==> config.mk <==
export PLATFORM = sky130hd
export DESIGN_NAME = rv_core
export DESIGN_NICKNAME = d
export VERILOG_FILES = /design/src/rv_pkg.sv /design/src/fetch_stage.sv /design/src/reg_file.sv /design/src/decode_stage.sv /design/src/execute_stage.sv /design/src/memory_stage.sv /design/src/rv_core.sv
export SDC_FILE = /design/constraint.sdc
export NUM_CORES = 2
export LEC_CHECK = 0
export BUFFER_PORTS_ARGS = -buffer_cell sky130_fd_sc_hd__buf_2
export CAP_MARGIN = 40
export CORE_UTILIZATION = 55
export DETAILED_ROUTE_END_ITERATION = 16
export GPL_TIMING_DRIVEN = 0
export PLACE_DENSITY_LB_ADDON = 0.05
export SYNTH_ARGS = -nofsm -noshare
export SYNTH_HDL_FRONTEND = slang
export SYNTH_SLANG_ARGS = --single-unit
==> constraint.sdc <==
create_clock -name clk -period 10.5 [get_ports clk]
set_input_delay 0.525 -clock clk [delete_from_list [all_inputs] [get_ports clk]]
set_output_delay 0.525 -clock clk [all_outputs]
set_load 0.01 [all_outputs]
==> src/rv_pkg.sv <==
package rv_pkg;

    ////////////////////
    // widths and basic types
    ////////////////////

    parameter int xlen = 32;

    typedef logic [xlen-1:0] word_t;
    typedef logic [4:0]      reg_addr_t;

    // ADDI x0,x0,0
    parameter word_t nop_instr = 32'h0000_0013;

    ////////////////////
    // encodings
    ////////////////////

    typedef enum logic [6:0] {
        OP     = 7'b0110011,
        OP_IMM = 7'b0010011,
        LOAD   = 7'b0000011,
        STORE  = 7'b0100011,
        BRANCH = 7'b1100011,
        JAL    = 7'b1101111
    } opcode_t;

    typedef enum logic [2:0] {
        ADD = 3'd0,
        SUB = 3'd1,
        AND = 3'd2,
        OR  = 3'd3,
        XOR = 3'd4,
        SLT = 3'd5
    } alu_op_t;

    // same values as funct3
    typedef enum logic [2:0] {
        BEQ = 3'b000,
        BNE = 3'b001,
        BLT = 3'b100
    } br_cond_t;

    ////////////////////
    // stage bundles
    ////////////////////

    typedef struct packed {
        logic      valid;
        alu_op_t   alu_op;
        logic      use_imm;
        logic      is_load;
        logic      is_store;
        logic      writes_rd;
        logic      is_link;
        word_t     rs1;
        word_t     rs2;
        word_t     imm;
        word_t     link;
        reg_addr_t rd;
    } id_ex_t;

    typedef struct packed {
        logic      valid;
        logic      is_load;
        logic      is_store;
        logic      writes_rd;
        word_t     result;
        word_t     store_data;
        reg_addr_t rd;
    } ex_mem_t;

    typedef struct packed {
        logic      valid;
        reg_addr_t rd;
        word_t     value;
    } wb_t;

    typedef struct packed {
        word_t addr;
        word_t wdata;
        logic  write;
    } dmem_req_t;

endpackage

==> src/fetch_stage.sv <==
`timescale 1ns/1ps

module fetch_stage #(
    parameter rv_pkg::word_t RESET_PC = 32'h0000_0000
) (
    input  logic          clk,
    input  logic          rst_n,
    input  logic          stall,
    input  logic          redirect,
    input  rv_pkg::word_t target,
    input  rv_pkg::word_t imem_rdata,
    output rv_pkg::word_t imem_addr,
    output rv_pkg::word_t instr,
    output rv_pkg::word_t instr_pc,
    output logic          instr_valid
);
    import rv_pkg::*;

    word_t pc;
    word_t pc_next;

    // branch target wins over the sequential path
    always_comb begin
        if (redirect) begin
            pc_next = target;
        end else begin
            pc_next = pc + 32'd4;
        end
    end

    always_ff @(posedge clk or negedge rst_n) begin
        if (!rst_n) begin
            pc <= RESET_PC;
        end else if (!stall) begin
            pc <= pc_next;
        end
    end

    assign imem_addr = pc;

    // fetch to decode register
    always_ff @(posedge clk or negedge rst_n) begin
        if (!rst_n) begin
            instr       <= nop_instr;
            instr_pc    <= RESET_PC;
            instr_valid <= 1'b0;
        end else if (!stall) begin
            instr       <= imem_rdata;
            instr_pc    <= pc;
            instr_valid <= 1'b1;
        end
    end

endmodule

==> src/reg_file.sv <==
`timescale 1ns/1ps

module reg_file (
    input  logic              clk,
    input  logic              rst_n,
    input  rv_pkg::reg_addr_t rs1_addr,
    input  rv_pkg::reg_addr_t rs2_addr,
    input  rv_pkg::wb_t       wb,
    output rv_pkg::word_t     rs1_data,
    output rv_pkg::word_t     rs2_data
);
    import rv_pkg::*;

    // x0 has no storage
    word_t regs [1:31];

    // falling edge write, so decode sees it in the same cycle
    always_ff @(negedge clk or negedge rst_n) begin
        if (!rst_n) begin
            for (int i = 1; i < 32; i++) begin
                regs[i] <= '0;
            end
        end else if (wb.valid && (wb.rd != 5'd0)) begin
            regs[wb.rd] <= wb.value;
        end
    end

    assign rs1_data = (rs1_addr == 5'd0) ? '0 : regs[rs1_addr];
    assign rs2_data = (rs2_addr == 5'd0) ? '0 : regs[rs2_addr];

endmodule

==> src/decode_stage.sv <==
`timescale 1ns/1ps

module decode_stage (
    input  logic              clk,
    input  logic              rst_n,
    input  logic              stall,
    input  rv_pkg::word_t     instr,
    input  rv_pkg::word_t     instr_pc,
    input  logic              instr_valid,
    input  rv_pkg::word_t     rs1_data,
    input  rv_pkg::word_t     rs2_data,
    output rv_pkg::reg_addr_t rs1_addr,
    output rv_pkg::reg_addr_t rs2_addr,
    output logic              redirect,
    output rv_pkg::word_t     target,
    output rv_pkg::id_ex_t    id_ex
);
    import rv_pkg::*;

    opcode_t    opcode;
    logic [2:0] funct3;
    word_t      imm_i;
    word_t      imm_s;
    word_t      imm_b;
    word_t      imm_j;
    logic       is_branch;
    logic       is_jal;
    logic       taken;
    id_ex_t     id_ex_d;

    assign opcode   = opcode_t'(instr[6:0]);
    assign funct3   = instr[14:12];
    assign rs1_addr = instr[19:15];
    assign rs2_addr = instr[24:20];

    ////////////////////
    // immediates
    ////////////////////

    assign imm_i = {{20{instr[31]}}, instr[31:20]};
    assign imm_s = {{20{instr[31]}}, instr[31:25], instr[11:7]};
    assign imm_b = {{19{instr[31]}}, instr[31], instr[7], instr[30:25], instr[11:8], 1'b0};
    assign imm_j = {{11{instr[31]}}, instr[31], instr[19:12], instr[20], instr[30:21], 1'b0};

    ////////////////////
    // control decode
    ////////////////////

    always_comb begin
        id_ex_d        = '0;
        id_ex_d.alu_op = ADD;
        id_ex_d.rs1    = rs1_data;
        id_ex_d.rs2    = rs2_data;
        id_ex_d.imm    = imm_i;
        id_ex_d.link   = instr_pc + 32'd4;
        id_ex_d.rd     = instr[11:7];
        is_branch      = 1'b0;
        is_jal         = 1'b0;
        case (opcode)
            OP: begin
                id_ex_d.valid     = 1'b1;
                id_ex_d.writes_rd = 1'b1;
                case ({instr[30], funct3})
                    4'b0000: id_ex_d.alu_op = ADD;
                    4'b1000: id_ex_d.alu_op = SUB;
                    4'b0111: id_ex_d.alu_op = AND;
                    4'b0110: id_ex_d.alu_op = OR;
                    4'b0100: id_ex_d.alu_op = XOR;
                    4'b0010: id_ex_d.alu_op = SLT;
                    default: id_ex_d.valid  = 1'b0;
                endcase
            end
            OP_IMM: begin
                // addi only
                id_ex_d.valid     = (funct3 == 3'b000);
                id_ex_d.use_imm   = 1'b1;
                id_ex_d.writes_rd = 1'b1;
            end
            LOAD: begin
                id_ex_d.valid     = (funct3 == 3'b010);
                id_ex_d.is_load   = 1'b1;
                id_ex_d.writes_rd = 1'b1;
            end
            STORE: begin
                id_ex_d.valid    = (funct3 == 3'b010);
                id_ex_d.is_store = 1'b1;
                id_ex_d.imm      = imm_s;
            end
            BRANCH: begin
                is_branch     = (funct3 == BEQ) || (funct3 == BNE) || (funct3 == BLT);
                id_ex_d.valid = is_branch;
                id_ex_d.imm   = imm_b;
            end
            JAL: begin
                is_jal            = 1'b1;
                id_ex_d.valid     = 1'b1;
                id_ex_d.is_link   = 1'b1;
                id_ex_d.writes_rd = 1'b1;
                id_ex_d.imm       = imm_j;
            end
            default: ;
        endcase
        // unknown opcodes and empty slots go down as bubbles
        id_ex_d.valid = id_ex_d.valid & instr_valid;
    end

    ////////////////////
    // branch unit
    ////////////////////

    always_comb begin
        case (br_cond_t'(funct3))
            BEQ:     taken = (rs1_data == rs2_data);
            BNE:     taken = (rs1_data != rs2_data);
            BLT:     taken = ($signed(rs1_data) < $signed(rs2_data));
            default: taken = 1'b0;
        endcase
    end

    assign redirect = instr_valid && (is_jal || (is_branch && taken));
    assign target   = instr_pc + (is_jal ? imm_j : imm_b);

    // decode to execute register
    always_ff @(posedge clk or negedge rst_n) begin
        if (!rst_n) begin
            id_ex <= '0;
        end else if (!stall) begin
            id_ex <= id_ex_d;
        end
    end

endmodule

==> src/execute_stage.sv <==
`timescale 1ns/1ps

module execute_stage (
    input  logic            clk,
    input  logic            rst_n,
    input  logic            stall,
    input  rv_pkg::id_ex_t  id_ex,
    output rv_pkg::ex_mem_t ex_mem
);
    import rv_pkg::*;

    word_t   alu_b;
    word_t   alu_res;
    word_t   mem_addr;
    word_t   result;
    ex_mem_t ex_mem_d;

    ////////////////////
    // alu
    ////////////////////

    assign alu_b = id_ex.use_imm ? id_ex.imm : id_ex.rs2;

    always_comb begin
        case (id_ex.alu_op)
            ADD:     alu_res = id_ex.rs1 + alu_b;
            SUB:     alu_res = id_ex.rs1 - alu_b;
            AND:     alu_res = id_ex.rs1 & alu_b;
            OR:      alu_res = id_ex.rs1 | alu_b;
            XOR:     alu_res = id_ex.rs1 ^ alu_b;
            SLT:     alu_res = {31'd0, $signed(id_ex.rs1) < $signed(alu_b)};
            default: alu_res = '0;
        endcase
    end

    // load/store address
    assign mem_addr = id_ex.rs1 + id_ex.imm;

    always_comb begin
        if (id_ex.is_link) begin
            result = id_ex.link;
        end else if (id_ex.is_load || id_ex.is_store) begin
            result = mem_addr;
        end else begin
            result = alu_res;
        end
    end

    always_comb begin
        ex_mem_d.valid      = id_ex.valid;
        ex_mem_d.is_load    = id_ex.is_load;
        ex_mem_d.is_store   = id_ex.is_store;
        ex_mem_d.writes_rd  = id_ex.writes_rd;
        ex_mem_d.result     = result;
        ex_mem_d.store_data = id_ex.rs2;
        ex_mem_d.rd         = id_ex.rd;
    end

    // execute to memory register
    always_ff @(posedge clk or negedge rst_n) begin
        if (!rst_n) begin
            ex_mem <= '0;
        end else if (!stall) begin
            ex_mem <= ex_mem_d;
        end
    end

endmodule

==> src/memory_stage.sv <==
`timescale 1ns/1ps

module memory_stage (
    input  logic              clk,
    input  logic              rst_n,
    input  rv_pkg::ex_mem_t   ex_mem,
    input  logic              dmem_ready,
    input  rv_pkg::word_t     dmem_rdata,
    output logic              dmem_valid,
    output rv_pkg::dmem_req_t dmem_req,
    output logic              stall,
    output rv_pkg::wb_t       wb
);
    import rv_pkg::*;

    wb_t wb_d;

    // request held stable by the stall on ex_mem
    assign dmem_valid     = ex_mem.valid && (ex_mem.is_load || ex_mem.is_store);
    assign dmem_req.addr  = ex_mem.result;
    assign dmem_req.wdata = ex_mem.store_data;
    assign dmem_req.write = ex_mem.is_store;

    // only back-pressure source in the core
    assign stall = dmem_valid && !dmem_ready;

    always_comb begin
        wb_d.valid = ex_mem.valid && ex_mem.writes_rd && !stall;
        wb_d.rd    = ex_mem.rd;
        if (ex_mem.is_load) begin
            wb_d.value = dmem_rdata;
        end else begin
            wb_d.value = ex_mem.result;
        end
    end

    // memory to writeback register, bubble while waiting
    always_ff @(posedge clk or negedge rst_n) begin
        if (!rst_n) begin
            wb <= '0;
        end else begin
            wb <= wb_d;
        end
    end

endmodule

==> src/rv_core.sv <==
`timescale 1ns/1ps

module rv_core #(
    parameter rv_pkg::word_t RESET_PC = 32'h0000_0000
) (
    input  logic              clk,
    input  logic              rst_n,
    input  rv_pkg::word_t     imem_rdata,
    input  logic              dmem_ready,
    input  rv_pkg::word_t     dmem_rdata,
    output rv_pkg::word_t     imem_addr,
    output logic              dmem_valid,
    output rv_pkg::dmem_req_t dmem_req,
    output rv_pkg::wb_t       wb
);
    import rv_pkg::*;

    logic      stall;
    logic      redirect;
    word_t     target;
    word_t     instr;
    word_t     instr_pc;
    logic      instr_valid;
    reg_addr_t rs1_addr;
    reg_addr_t rs2_addr;
    word_t     rs1_data;
    word_t     rs2_data;
    id_ex_t    id_ex;
    ex_mem_t   ex_mem;

    ////////////////////
    // fetch and decode
    ////////////////////

    fetch_stage #(
        .RESET_PC    (RESET_PC)
    ) u_fetch (
        .clk         (clk),
        .rst_n       (rst_n),
        .stall       (stall),
        .redirect    (redirect),
        .target      (target),
        .imem_rdata  (imem_rdata),
        .imem_addr   (imem_addr),
        .instr       (instr),
        .instr_pc    (instr_pc),
        .instr_valid (instr_valid)
    );

    decode_stage u_decode (
        .clk         (clk),
        .rst_n       (rst_n),
        .stall       (stall),
        .instr       (instr),
        .instr_pc    (instr_pc),
        .instr_valid (instr_valid),
        .rs1_data    (rs1_data),
        .rs2_data    (rs2_data),
        .rs1_addr    (rs1_addr),
        .rs2_addr    (rs2_addr),
        .redirect    (redirect),
        .target      (target),
        .id_ex       (id_ex)
    );

    // written back on the falling edge
    reg_file u_reg_file (
        .clk         (clk),
        .rst_n       (rst_n),
        .rs1_addr    (rs1_addr),
        .rs2_addr    (rs2_addr),
        .wb          (wb),
        .rs1_data    (rs1_data),
        .rs2_data    (rs2_data)
    );

    ////////////////////
    // execute and memory
    ////////////////////

    execute_stage u_execute (
        .clk         (clk),
        .rst_n       (rst_n),
        .stall       (stall),
        .id_ex       (id_ex),
        .ex_mem      (ex_mem)
    );

    memory_stage u_memory (
        .clk         (clk),
        .rst_n       (rst_n),
        .ex_mem      (ex_mem),
        .dmem_ready  (dmem_ready),
        .dmem_rdata  (dmem_rdata),
        .dmem_valid  (dmem_valid),
        .dmem_req    (dmem_req),
        .stall       (stall),
        .wb          (wb)
    );

endmodule

# After elaboration in Yosys (flattened, before gate mapping)
# Index checks and enable logic that the tools add are counted.
[totals] ff_bits=1331 out_inout_bits=136 word_cells=151
[op_classes] add_sub_neg=6 magnitude_cmp=6 eq_ne=21 muxes=30 bitwise_logic=7 reduce_logical=24
[ops] cell="$bwmux W992" count=1
[ops] cell="$mux W32" count=12
[ops] cell="$bmux W32 S5" count=2
[ops] cell="$pmux W32 S6" count=1
[ops] cell="$demux W32 S5" count=1
[ops] cell="$add A32 B32 Y32" count=3
[ops] cell="$add A32 B3 Y32 const B" count=2
[ops] cell="$lt A32 B32 Y1" count=2
[ops] cell="$pmux W20 S3" count=1
[ops] cell="$and A32 B32 Y32" count=1
[ops] cell="$eq A32 B32 Y1" count=1
[ops] cell="$ne A32 B32 Y1" count=1
[ops] cell="$or A32 B32 Y32" count=1
[ops] cell="$sub A32 B32 Y32" count=1
[ops] cell="$xor A32 B32 Y32" count=1
[ops] cell="$mux W20" count=1
[ops] cell="$ge A6 B6 Y1 const B" count=3
[ops] cell="$not A5 Y6" count=3
[ops] cell="$pmux W3 S5" count=1
[ops] cell="$eq A7 B6 Y1 const B" count=2
[ops] cell="$eq A7 B7 Y1 const B" count=2
[ops] cell="$eq A4 B3 Y1 const B" count=3
[ops] cell="$logic_not A5 Y1" count=2
[ops] cell="$eq A3 B2 Y1 const B" count=3
[ops] cell="21 further kinds" count=43

# Logic depth before layout (Yosys ltp)
[depth] word_depth=11 depth_mapped=22

# Modules after synthesis
# Synthesis repeated with hierarchy kept, for this count alone.
[hier_totals] cells_unflattened=6780 hier_area_um2=78367.7
[by_module_without_submodules] module="reg_file" n_inst=1 cells_each=4066 area_each_um2=53359.9 seq_area_each_um2=24823.8
[by_module_without_submodules] module="execute_stage" n_inst=1 cells_each=1350 area_each_um2=10485.1 seq_area_each_um2=1826.8
[by_module_without_submodules] module="decode_stage" n_inst=1 cells_each=832 area_each_um2=8061.5 seq_area_each_um2=3278.1
[by_module_without_submodules] module="fetch_stage" n_inst=1 cells_each=389 area_each_um2=4454.3 seq_area_each_um2=2431.1
[by_module_without_submodules] module="memory_stage" n_inst=1 cells_each=143 area_each_um2=2006.9 seq_area_each_um2=950.9

==> impl_results.md <==
- Synthesized net count: 6353
- Clk Latency, worst-skew pair: 0.82 ns
- Share of layout cells above drive strength 1: 36.10%
- Slowest stage cell, crit path: mux4_2
- Power per cell area: 141.1 mW/mm²
- Final ANT Viol Nets: 0
- TritonCTS clock tree: done
- Nets: 6933
- DRC: 0
- Post-synth top flop: dfrtn_1
- VDD IR-drop max: 0.1498 mV
- Multi-input gate area: 0.04040 mm²
- FF+latch count, synth: 1331
- Yosys top cell by area: dfrtn_1
- Final WL: 291400 µm
- Top cell type's share of synthesized area: 32.41%
- Critical Path End Type: flop
- Final setup fails: 0
- Hold Startpoint: dmem_rdata[31]
- CP startpoint: u_reg_file.regs[287]
- CP Cell Sequence: mux4_2 > mux4_2 > mux2_2 > ha_2 > nand4_1 > or2_1 > nor3_4 > nand3_1 > xnor2_1 > a21oi_1 > or2_1 > nand3_1 > buf_2 > nand2_1 > a221oi_1 > a31oi_1
- Syn. warnings: 0
- Worst min path class: in -> reg
- Lkg Pwr: 0.04091 µW
- Initial DRC Count: 6649
- Share of async-settable or async-resettable flops after synthesis: 100.0%
- Crit-path max cell delay: 0.56 ns
- Seq. cell area: 0.03331 mm²
- Data arrival, critical path: 11.00 ns
- Final slew viol count: 0
- DIE AREA: 0.1408 mm²
- GP Congestion: 1.036
- # fillers: 10838
- Initial antenna violation count: 9
- CTS root buffer: clkbuf_16
- Mapped cell area: 0.07660 mm²
- Clock Pin Slew Worst Setup and Hold Paths: 0.07 ns
- Overall routing resource usage: 41.53%
- IO buf count: 202
- Worst R2R Start: u_reg_file.regs[287]
- Count leader, synth: mux2_2
- Vias in the first global route: 56722
- Mapped Cells: 6091
- Power, Total: 12380 µW
- Post-synthesis sequential area ratio: 43.49%
- Htree depth: 4
- Relative slew margins: 33.57%
- CP startpoint kind: flop
- Post-synthesis cell type count: 91
- Synth area leaders: dfrtn_1 32%, mux4_2 17%, mux2_2 17%, dfrtp_1 11%, ha_1 3.1%
- WP buf/inv: 1
- Cell family with most CP delay: simple AND/OR/NAND/NOR gates
- Crit path max fanout: 10
- Post-CTS Setup Bufs: 0
- First drt pass iteration count: 6
- Final hold vios: 0
- DP HPWL: 228500 µm
- Core area: 0.1378 mm²
- Outcome: finished, final reports clean
- Via count: 57572
- RSZ-0062 raised after global routing: no
- Max_cap viols: 0
- Largest net degree at the start of global routing: 166
- Pre-CTS WS: -0.5257 ns
- Synth Area per Inst: 12.58 µm²
- Gr ovfl total: 0
- Layout area overhead: 14.55%
- Worst path required time: 11.18 ns
- Worst-Margin Slew: 0.9965 ns
- IO Count: 203
- Vias per Instance: 6.701
- WS Path Type: reg -> reg
- PnR worst setup slack: 0.1835 ns
- Commonest cells in the netlist: 1126 x mux2_2, 992 x dfrtn_1, 586 x nand2_1
- Final setup skew: 0.1241 ns
- Clock sink count: 1331
- Initial Utilization: 55.57%
- Maximum clock path buffer count: 3
- Number of flops mapped to enable cells by yosys: 0
- First-pass GRT wire length: 413200 µm
- Drt wl/cell: 33.92 µm
- TritonCTS Buffers: 149
- Row count: 136
- Chip Width: 375.2 µm
- Die Y: 375.2 µm
timing repair:
| item | 4_1_cts | 5_1_grt |
|---|---|---|
| hold buffers | 63 | 0 |
| gates resized for setup | 3 | 8 |
| gates cloned | 0 | 0 |
| endpoints found under the hold margin | 246 | 0 |
| endpoints found under the setup margin | 32 | 4 |
power by group:
| part | leakage (µW) | total (µW) | internal [µW] | switching [µW] |
|---|---|---|---|---|
| clock network | 0.00245 | 5410 | 3100 | 2310 |
| registers | 0.0182 | 5520 | 5290 | 223 |
| logic | 0.0202 | 1460 | 549 | 910 |
| total | 0.0409 | 12400 | 8940 | 3440 |
layout make-up:
type	count	area share [%]
Inverter	132	0.5647
Antenna cell	8	0.02282
Timing Repair Buffer	429	4.324
Buffer	574	2.811
Tap cell	1794	2.558
Sequential cell	1331	37.96
Multi-Input combinational cell	4054	46.05
Clock buffer	220	4.874
Clock inverter	50	0.8356
layer usage:
layer / share of wire (%) / vias up / GRT usage, %
met5: 0.014 / - / 0
met4: 7.8 / 6 / 27.09
met3: 8.7 / 859 / 8.985
met2: 46 / 3093 / 64.46
met1: 38 / 29820 / 52.95
li1: - / 23794 / -
cell usage in the layout (no fill, tap or decap), drive strengths merged, types with 19 or more instances in the layout:
master,synthesis,layout
a211oi,25,25
a21o,59,59
a21oi,287,287
a22o,36,36
a31oi,34,34
and3,30,30
buf,200,566
clkbuf,374,594
clkinv,3,36
dfrtn,992,992
dfrtp,336,336
dlygate4sd3,0,63
ha,191,191
inv,129,135
mux2,1127,1127
mux2i,104,104
mux4,576,576
nand2,586,586
nand2b,20,20
nand3,44,44
nand4,29,29
nor2,168,168
nor3,54,54
o211ai,23,23
o21a,24,24
o21ai,242,242
o21bai,29,29
o22ai,19,19
o31ai,21,21
xnor2,64,64
xor2,36,36
cells by family (layout without fill, tap and decap cells):
kind of cell,count (synthesis),count (layout),synth area share (%)
multiplexers,1807,1807,34.86
flip-flops,1331,1331,43.49
AND/OR/NAND/NOR,1037,1037,5.944
AO/OA/AOI/OAI,915,915,7.493
buffers and inverters,706,1405,3.844
adder cells (fa/ha/maj),195,195,3.224
XOR/XNOR,100,100,1.143
other,0,8,0
per-stage QoR:
step           cell area [µm²]  hold WS (ns)  std cells  TNS, ns  util (%)
2_1_floorplan            76600        0.2294       6091        0         -
3_3_place_gp             79850        0.3650       8087        -     57.93
3_5_place_dp             82010        0.3313       8250   -10.91     59.50
4_1_cts                  87670       0.03712       8583        0     63.60
5_1_grt                  87720       0.05591       8584        0     63.64
6_report                 87740       0.08225       8592        0     63.66
worst paths after layout:
path	to	slack (ns)	depth (start not counted)
setup / recovery	u_fetch.imem_addr[31]	0.18	16
hold / removal	u_memory.wb[31]	0.08	2
setup reg to reg	u_fetch.imem_addr[31]	0.18	16
hold reg to reg	u_memory.wb[32]	0.38	0
max in group asynchronous	u_reg_file.regs[327]	2.08	6
min in group asynchronous	u_execute.ex_mem[63]	0.14	2
state kept, by name, indices dropped and copies added (netlist names):
signal and flops:
u_fetch.instr_pc 32, u_memory.wb 38, u_fetch.imem_addr 32, u_reg_file.regs 992, u_fetch.instr 32, u_execute.ex_mem 73, u_fetch.instr_valid 1, u_decode.id_ex 131
Note: power is estimated with default switching activity, not from simulation.
